<file path="config.mk">
export PLATFORM = sky130hd
export DESIGN_NAME = maze_solver_top
export DESIGN_NICKNAME = d
export VERILOG_FILES = /design/src/maze_pkg.sv /design/src/maze_datapath.sv /design/src/loc_stack.sv /design/src/path_list.sv /design/src/maze_mem_arb.sv /design/src/maze_ctrl.sv /design/src/maze_solver_top.sv
export VERILOG_INCLUDE_DIRS = /design/src
export SDC_FILE = /design/constraint.sdc
export NUM_CORES = 2
export LEC_CHECK = 0
export BUFFER_PORTS_ARGS = -buffer_cell sky130_fd_sc_hd__buf_2
export CAP_MARGIN = 10
export CORE_UTILIZATION = 35
export CTS_CLUSTER_SIZE = 40
export DETAILED_ROUTE_END_ITERATION = 8
export SLEW_MARGIN = 5
export SYNTH_ARGS = -nofsm -noshare
export SYNTH_HDL_FRONTEND = slang
export SYNTH_HIERARCHICAL = 1
export SYNTH_MEMORY_MAX_BITS = 65536
export SYNTH_SLANG_ARGS = --single-unit
</file>
<file path="constraint.sdc">
create_clock -name CLK -period 12.4 [get_ports CLK]
set_clock_uncertainty 0.05 [all_clocks]
set_input_delay 0.62 -clock CLK [delete_from_list [all_inputs] [get_ports CLK]]
set_output_delay 0.62 -clock CLK [all_outputs]
set_load 0.05 [all_outputs]
</file>
<file path="src/maze_defines.svh">
`ifndef MAZE_DEFINES_SVH
`define MAZE_DEFINES_SVH

// Cells per maze side.
`define MAZE_DIM 16

// Bits per coordinate.
`define COORD_W 4

// One memory bit per cell, address is y * MAZE_DIM + x.
`define ADDR_W 8

// Enough entries for a walk through every cell.
`define STACK_DEPTH 256

`endif

</file>
<file path="src/maze_pkg.sv">
`default_nettype none

`include "maze_defines.svh"

package maze_pkg;

	typedef enum logic [3:0] {
		s_idle,
		s_init,
		s_mark,
		s_probe,
		s_probe_wait,
		s_advance,
		s_next_dir,
		s_backtrack,
		s_drain,
		s_drain_push,
		s_done,
		s_show,
		s_fail
	} ctrl_state_e;

	// Search order.
	typedef enum logic [1:0] {
		dir_east,
		dir_south,
		dir_west,
		dir_north
	} dir_e;

	// y above x, so the packed value is the cell address.
	typedef struct packed {
		logic [`COORD_W-1:0] y;
		logic [`COORD_W-1:0] x;
	} pos_t;

	typedef struct packed {
		logic re;
		logic we;
		logic [`ADDR_W-1:0] addr;
		logic wdata;
	} mem_req_t;

endpackage

`default_nettype wire

</file>
<file path="src/maze_datapath.sv">
`timescale 1ns/1ps
`default_nettype none

`include "maze_defines.svh"

module maze_datapath (
	input  logic                CLK,
	input  logic                RST,
	input  logic                init,
	input  logic                en_count,
	input  logic                ldxy,
	input  logic                ld_pos,
	input  logic                use_nbr,
	input  maze_pkg::pos_t      pop_pos,
	output maze_pkg::pos_t      cur_pos,
	output logic [`ADDR_W-1:0] mem_addr,
	output logic                in_bounds,
	output logic                found,
	output logic                co
);
	import maze_pkg::*;

	localparam int addr_w = `ADDR_W;
	localparam logic [`COORD_W-1:0] last_idx = `COORD_W'(`MAZE_DIM - 1);

	dir_e dir;
	pos_t nbr;
	pos_t sel_pos;

	always_ff @(posedge CLK or posedge RST) begin
		if (RST) begin
			cur_pos <= '0;
			dir <= dir_east;
		end else if (init) begin
			cur_pos <= '0;
			dir <= dir_east;
		end else if (ldxy) begin
			cur_pos <= nbr;
			dir <= dir_east; // Fresh cell starts over.
		end else if (ld_pos) begin
			cur_pos <= pop_pos;
			dir <= dir_east;
		end else if (en_count) begin
			dir <= dir_e'(dir + 2'd1);
		end
	end

	always_comb begin
		nbr = cur_pos;
		in_bounds = 1'b0;
		case (dir)
			dir_east: begin
				nbr.x = cur_pos.x + 1'b1;
				in_bounds = (cur_pos.x != last_idx);
			end
			dir_south: begin
				nbr.y = cur_pos.y + 1'b1;
				in_bounds = (cur_pos.y != last_idx);
			end
			dir_west: begin
				nbr.x = cur_pos.x - 1'b1;
				in_bounds = (cur_pos.x != '0);
			end
			default: begin
				nbr.y = cur_pos.y - 1'b1;
				in_bounds = (cur_pos.y != '0);
			end
		endcase
	end

	assign sel_pos = use_nbr ? nbr : cur_pos;
	assign mem_addr = addr_w'(sel_pos.y * `MAZE_DIM + sel_pos.x);
	assign found = (cur_pos.x == last_idx) && (cur_pos.y == last_idx);
	assign co = (dir == dir_north); // Last direction in use.

endmodule

`default_nettype wire

</file>
<file path="src/loc_stack.sv">
`timescale 1ns/1ps
`default_nettype none

`include "maze_defines.svh"

module loc_stack (
	input  logic           CLK,
	input  logic           RST,
	input  logic           clear,
	input  logic           push,
	input  logic           pop,
	input  maze_pkg::pos_t din,
	output maze_pkg::pos_t top,
	output logic           empty
);
	import maze_pkg::*;

	localparam int ptr_w = $clog2(`STACK_DEPTH) + 1;

	pos_t stack_mem [`STACK_DEPTH];
	logic [ptr_w-1:0] ptr;
	logic [ptr_w-2:0] top_idx;

	assign empty = (ptr == '0);
	assign top_idx = ptr[ptr_w-2:0] - 1'b1;
	assign top = stack_mem[top_idx];

	always_ff @(posedge CLK or posedge RST) begin
		if (RST) begin
			ptr <= '0;
		end else if (clear) begin
			ptr <= '0;
		end else if (push && (ptr != ptr_w'(`STACK_DEPTH))) begin
			ptr <= ptr + 1'b1;
		end else if (pop && !empty) begin
			ptr <= ptr - 1'b1;
		end
	end

	always_ff @(posedge CLK) begin
		if (push && (ptr != ptr_w'(`STACK_DEPTH))) begin
			stack_mem[ptr[ptr_w-2:0]] <= din;
		end
	end

endmodule

`default_nettype wire

</file>
<file path="src/path_list.sv">
`timescale 1ns/1ps
`default_nettype none

`include "maze_defines.svh"

module path_list (
	input  logic           CLK,
	input  logic           RST,
	input  logic           clear,
	input  logic           push,
	input  logic           en_read,
	input  logic           run,
	input  maze_pkg::pos_t din,
	output maze_pkg::pos_t path_pos,
	output logic           path_valid,
	output logic           path_last,
	output logic           complete_read
);
	import maze_pkg::*;

	localparam int idx_w = $clog2(`STACK_DEPTH);

	pos_t list_mem [`STACK_DEPTH];
	logic [idx_w:0] count;
	logic [idx_w-1:0] rd_ptr;

	always_ff @(posedge CLK or posedge RST) begin
		if (RST) begin
			count <= '0;
			rd_ptr <= '0;
		end else begin
			if (clear) begin
				count <= '0;
			end else if (push) begin
				count <= count + 1'b1;
			end
			if (run && !en_read) begin
				rd_ptr <= count[idx_w-1:0] - 1'b1; // Start cell sits highest.
			end else if (en_read && (rd_ptr != '0)) begin
				rd_ptr <= rd_ptr - 1'b1;
			end
		end
	end

	always_ff @(posedge CLK) begin
		if (push && !clear) begin
			list_mem[count[idx_w-1:0]] <= din;
		end
	end

	assign path_pos = list_mem[rd_ptr];
	assign complete_read = en_read && (rd_ptr == '0); // Goal at index 0.
	assign path_valid = en_read;
	assign path_last = complete_read;

endmodule

`default_nettype wire

</file>
<file path="src/maze_mem_arb.sv">
`timescale 1ns/1ps
`default_nettype none

`include "maze_defines.svh"

module maze_mem_arb (
	input  logic               CLK,
	input  logic               RST,
	input  maze_pkg::mem_req_t host_req,
	input  maze_pkg::mem_req_t solver_req,
	output logic               host_rdata,
	output logic               solver_rdata,
	output logic               solver_gnt
);
	import maze_pkg::*;

	localparam int cells = `MAZE_DIM * `MAZE_DIM;

	logic maze_mem [cells];
	logic host_act;
	logic solver_rd;
	logic solver_wr;

	assign host_act = host_req.re || host_req.we;
	assign solver_gnt = !host_act; // Host always first.
	assign solver_rd = solver_gnt && solver_req.re;
	assign solver_wr = solver_gnt && solver_req.we;

	always_ff @(posedge CLK) begin
		if (host_req.we) begin
			maze_mem[host_req.addr] <= host_req.wdata;
		end else if (solver_wr) begin
			maze_mem[solver_req.addr] <= solver_req.wdata;
		end
	end

	// Read data holds until the next read on that port.
	always_ff @(posedge CLK or posedge RST) begin
		if (RST) begin
			host_rdata <= 1'b0;
			solver_rdata <= 1'b0;
		end else begin
			if (host_req.re) begin
				host_rdata <= maze_mem[host_req.addr];
			end
			if (solver_rd) begin
				solver_rdata <= maze_mem[solver_req.addr];
			end
		end
	end

endmodule

`default_nettype wire

</file>
<file path="src/maze_ctrl.sv">
`timescale 1ns/1ps
`default_nettype none

module maze_ctrl (
	input  logic               CLK,
	input  logic               RST,
	input  logic               start,
	input  logic               run,
	input  logic               found,
	input  logic               in_bounds,
	input  logic               co,
	input  logic               empty,
	input  logic               solver_gnt,
	input  logic               solver_rdata,
	input  logic               complete_read,
	output maze_pkg::mem_req_t solver_req,
	output logic               use_nbr,
	output logic               init,
	output logic               en_count,
	output logic               ldxy,
	output logic               ld_pos,
	output logic               push,
	output logic               pop,
	output logic               list_init,
	output logic               list_push,
	output logic               en_read,
	output logic               busy,
	output logic               done,
	output logic               fail
);
	import maze_pkg::*;

	ctrl_state_e state;
	ctrl_state_e next_state;

	always_ff @(posedge CLK or posedge RST) begin
		if (RST) begin
			state <= s_idle;
		end else begin
			state <= next_state;
		end
	end

	always_comb begin
		next_state = state;
		case (state)
			s_idle:       next_state = start ? s_init : s_idle;
			s_init:       next_state = s_mark;
			s_mark:       next_state = !solver_gnt ? s_mark : (found ? s_drain_push : s_probe);
			s_probe:      next_state = !in_bounds ? s_next_dir :
			                           (solver_gnt ? s_probe_wait : s_probe);
			s_probe_wait: next_state = solver_rdata ? s_next_dir : s_advance;
			s_advance:    next_state = s_mark;
			s_next_dir:   next_state = co ? s_backtrack : s_probe;
			s_backtrack:  next_state = empty ? s_fail : s_probe;
			s_drain_push: next_state = s_drain;
			s_drain:      next_state = empty ? s_done : s_drain_push;
			s_done:       next_state = start ? s_init : (run ? s_show : s_done);
			s_show:       next_state = complete_read ? s_done : s_show;
			s_fail:       next_state = start ? s_init : s_fail;
			default:      next_state = s_idle;
		endcase
	end

	always_comb begin
		{use_nbr, init, en_count, ldxy, ld_pos, push, pop} = '0;
		{list_init, list_push, en_read, busy, done, fail} = '0;
		case (state)
			s_init: begin
				init = 1'b1;
				list_init = 1'b1;
				busy = 1'b1;
			end
			s_mark:       busy = 1'b1;
			s_probe: begin
				use_nbr = 1'b1;
				busy = 1'b1;
			end
			s_probe_wait: busy = 1'b1;
			s_advance: begin
				push = 1'b1; // Current cell onto the stack.
				ldxy = 1'b1;
				busy = 1'b1;
			end
			s_next_dir: begin
				en_count = 1'b1;
				busy = 1'b1;
			end
			s_backtrack, s_drain: begin
				pop = 1'b1;
				ld_pos = 1'b1;
				busy = 1'b1;
			end
			s_drain_push: begin
				list_push = 1'b1;
				busy = 1'b1;
			end
			s_done:       done = 1'b1;
			s_show: begin
				en_read = 1'b1;
				done = 1'b1;
			end
			s_fail:       fail = 1'b1;
			default: ;
		endcase
	end

	// Requests stay constant within a state until granted.
	always_comb begin
		solver_req = '0;
		solver_req.we = (state == s_mark);
		solver_req.wdata = (state == s_mark); // Visited.
		solver_req.re = (state == s_probe) && in_bounds;
	end

endmodule

`default_nettype wire

</file>
<file path="src/maze_solver_top.sv">
`timescale 1ns/1ps
`default_nettype none

`include "maze_defines.svh"

module maze_solver_top (
	input  logic               CLK,
	input  logic               RST,
	input  logic               start,
	input  logic               run,
	input  maze_pkg::mem_req_t host_req,
	output logic               host_rdata,
	output maze_pkg::pos_t     path_pos,
	output logic               path_valid,
	output logic               path_last,
	output logic               busy,
	output logic               done,
	output logic               fail
);
	import maze_pkg::*;

	mem_req_t ctrl_req;
	pos_t cur_pos;
	pos_t stack_top;
	logic [`ADDR_W-1:0] mem_addr;
	logic use_nbr, init, en_count, ldxy, ld_pos, push, pop;
	logic list_init, list_push, en_read, complete_read;
	logic found, in_bounds, co, empty;
	logic solver_gnt, solver_rdata;

	maze_ctrl u_ctrl (
		.CLK(CLK), .RST(RST), .start(start), .run(run),
		.found(found), .in_bounds(in_bounds), .co(co), .empty(empty),
		.solver_gnt(solver_gnt), .solver_rdata(solver_rdata),
		.complete_read(complete_read), .solver_req(ctrl_req),
		.use_nbr(use_nbr), .init(init), .en_count(en_count), .ldxy(ldxy),
		.ld_pos(ld_pos), .push(push), .pop(pop), .list_init(list_init),
		.list_push(list_push), .en_read(en_read),
		.busy(busy), .done(done), .fail(fail)
	);

	maze_datapath u_datapath (
		.CLK(CLK), .RST(RST), .init(init), .en_count(en_count), .ldxy(ldxy),
		.ld_pos(ld_pos), .use_nbr(use_nbr), .pop_pos(stack_top),
		.cur_pos(cur_pos), .mem_addr(mem_addr),
		.in_bounds(in_bounds), .found(found), .co(co)
	);

	loc_stack u_stack (
		.CLK(CLK), .RST(RST), .clear(init), .push(push), .pop(pop),
		.din(cur_pos), .top(stack_top), .empty(empty)
	);

	// Fed from the position just popped, goal first.
	path_list u_list (
		.CLK(CLK), .RST(RST), .clear(list_init), .push(list_push),
		.en_read(en_read), .run(run), .din(cur_pos), .path_pos(path_pos),
		.path_valid(path_valid), .path_last(path_last),
		.complete_read(complete_read)
	);

	maze_mem_arb u_mem (
		.CLK(CLK), .RST(RST), .host_req(host_req),
		.solver_req({ctrl_req.re, ctrl_req.we, mem_addr, ctrl_req.wdata}),
		.host_rdata(host_rdata), .solver_rdata(solver_rdata),
		.solver_gnt(solver_gnt)
	);

endmodule

`default_nettype wire

</file>
==> flow_summary_export.csv <==
group,metric,value,unit
timing,worst_pin_slew,1341,ps
clocking,cts_tree,"done",
job,maxCapViolCount,0,
clocking,post_cts_buffers,0,
clocking,cts_inserted_buffers,419,
timing,rsz0062_at_grt,"false",
timing,finalHoldViolations,0,
worst_setup_path,critPathMaxStageDelay,970,ps
detailed_routing,drtIter0Drc,10240,
power,ir_worst_vdd,0.2824,mV
timing,layout_min_cycle_time,7483,ps
detailed_routing,highest_layer,"met4",
global_route,grt_use_total,17.45,%
hold_path,min_from,"host_req[8]",
die,core_area,498700,µm²
worst_setup_path,path_delay_family,"simple AND/OR/NAND/NOR gates",
die,io_pins,29,
timing,slew_violations,0,
detailed_routing,vias,88000,
outcome,status,"finished, violations left",
die,die_w,710.6,µm
clocking,cts_resized,0,
clocking,clk_latency,1000,ps
outcome,violations,"DRC",
timing,tns,0,ps
power,p_leak,60.27,nW
power,p_per_area,227.0,nW/µm²
worst_setup_path,reg2reg_from,"u_stack/ptr[0]$_DFFE_PP0P_",
detailed_routing,first_pass_iters,9,
yosys,ys_warn_count,6,
placement,dpl.hpwl,271500,µm
timing,setup_viol,0,
worst_setup_path,worst-path-buf-inv,3,
die,die_h,710.6,µm
clocking,postCtsHoldBufs,3,
worst_setup_path,end_kind,"output port",
global_route,grt_max_degree,212,
detailed_routing,via_per_inst,5.640,
detailed_routing,wl_per_cell,28.93,µm
yosys,synthCells,8513,
worst_setup_path,path_cells,"buf_12 > buf_12 > nand2_1 > o211ai_1 > nor3_1 > nor4_1 > nand4_1 > a41oi_1 > nand3_1 > buf_2",
hold_path,whs_endpoint,"u_mem/host_rdata$_DFFE_PP0P_",
worst_setup_path,start_kind,"register",
timing,fmax,133.6,MHz
worst_setup_path,crit_top_cell,"buf_12",
timing,max-slew-margin-rel,10.09,%
placement,placed_cells,14820,
die,rows,259,
yosys,syn_avg_cell_area,20.64,µm²
clocking,htreeDepth,5,
placement,port_buffers,28,
worst_setup_path,crit_arrival,6810,ps
worst_setup_path,worstRegToRegCells,10,
worst_setup_path,rrSetupSlack,6310,ps
yosys,synth_nets,8556,
final_layout,final_nets,8631,
clocking,root_buffer,"clkbuf_16",
global_route,antenna_found_initial,14,
hold_path,hp-class,"primary input to register",
global_route,gr-total-overflow,0,
global_route,grt_pass1_wl,646400,µm
worst_setup_path,worst_ep_required_time,11730,ps
die,die_area,504900,µm²
final_layout,layoutNonFillerInstCount,15600,
worst_setup_path,crit_path_max_fanout,117,
clocking,clock-sinks,4393,
final_layout,drive_gt1_share,23.87,%
detailed_routing,wl_met1,182700,µm
yosys,synth_area,175700,µm²
hold_path,holdPathStages,3,
detailed_routing,routed_wl,451400,µm
final_layout,synthToLayoutAreaGrowth,12.03,%
detailed_routing,antenna_left,0,
detailed_routing,wl_met3,39550,µm
detailed_routing,wl_met2,214900,µm
clocking,clk_pin_slew,70,ps
timing,fin_crit_sh,60.34,%
placement,place_congestion,0.8438,
detailed_routing,route.detailed.drc,1,
worst_setup_path,regToRegEndpoint,"u_datapath/cur_pos[6]$_DFFE_PP0P_",
global_route,grt_pass1_vias,88770,
worst_setup_path,path_class,"register to output port",
clocking,clockBufferDepth,4,
die,start_util,35.24,%
worst_setup_path,cpMaxStageDelayCell,"nor4_1",
layout make-up:
type	count	area (µm²)
clock inverter	281	2756
antenna	7	17.52
sequential	4393	131800
multi-input combinational	3539	41300
tap	6655	8327
fill	43790	301900
clock buffer	492	10850
inverter	39	150.1
timing repair buffer	196	1699
flip-flops by register name (all words and copies together) (netlist names), 2 cells and up:
signal / flops
u_datapath/cur_pos: 8
u_stack/stack_mem: 2048
u_stack/ptr: 9
u_list/count: 8
u_ctrl/state: 4
u_list/list_mem: 2048
u_mem/maze_mem: 256
u_datapath/dir: 2
u_list/rd_ptr: 8
worst reg2reg max path: stages, from the launching register on:
cell and delay, ps:
dfrtp_4 830, buf_4 690, buf_4 840, buf_4 880, mux4_2 630, mux4_2 480
a22o_1 230, a221oi_1 660, o221ai_1 250, a211oi_1 310, a211oi_1 100
layout by cell type, fill, tap and decap left out, types with 42 or more instances in the layout:
master     count
nand2_1      255
bufinv_16     42
buf_4        143
a22oi_1       96
clkbuf_16    423
edfxtp_1    4352
nor3_1        44
nor2_1       860
clkinv_2      81
clkinv_1     102
a21oi_1       69
o21ai_0       54
mux4_2      1239
clkbuf_1      68
mux2i_1      198
nand3_1       99
worst max-delay path by stage:
stage | startpoint | end | slack [ps] | cells past startpoint
global placement | u_stack/ptr[0]$_DFFE_PP0P_ | u_datapath/cur_pos[6]$_DFFE_PP0P_ | 5980 | 10
CTS | u_list/rd_ptr[0]$_DFFE_PP0P_ | path_pos[2] | 5070 | 10
detailed placement | u_stack/ptr[0]$_DFFE_PP0P_ | u_datapath/cur_pos[6]$_DFFE_PP0P_ | 6020 | 10
floorplan | u_datapath/cur_pos[5]$_DFFE_PP0P_ | u_mem/maze_mem[70]$_DFFE_PP_ | 2450 | 12
global route | u_list/rd_ptr[0]$_DFFE_PP0P_ | path_pos[2] | 4920 | 10
finish | u_list/rd_ptr[1]$_DFFE_PP0P_ | path_pos[2] | 4920 | 10
per-layer routing:
layer | up-vias | GRT usage [%]
met3 | 756 | 3.589
li1 | 35560 | -
met1 | 47670 | 24.06
met4 | 0 | 5.154
met5 | - | 0
met2 | 4012 | 28.02
report_power, final:
part	internal [W]	switching, W
clock	0.00716	0.00557
combinational	0.00564	0.00884
sequential	0.0172	0.000321
total	0.0300	0.0147
metrics by stage:
stage / utilization, % / area (µm²) / power, W / hold slack, ps / worst slack (ps)
finish: 39.47 / 196900 / 0.04468 / 75.14 / 4917
global route: 39.47 / 196900 / 0.04600 / 70.01 / 4918
CTS: 39.47 / 196800 / 0.04491 / 17.30 / 5071
detailed placement: 36.73 / 183200 / 0.03223 / 521.7 / 6022
global placement: 36.73 / 183200 / 0.03208 / 511.7 / 5977
floorplan: - / 175700 / 0.02743 / 311.2 / 2448
Power figures use the tool's default switching activity.
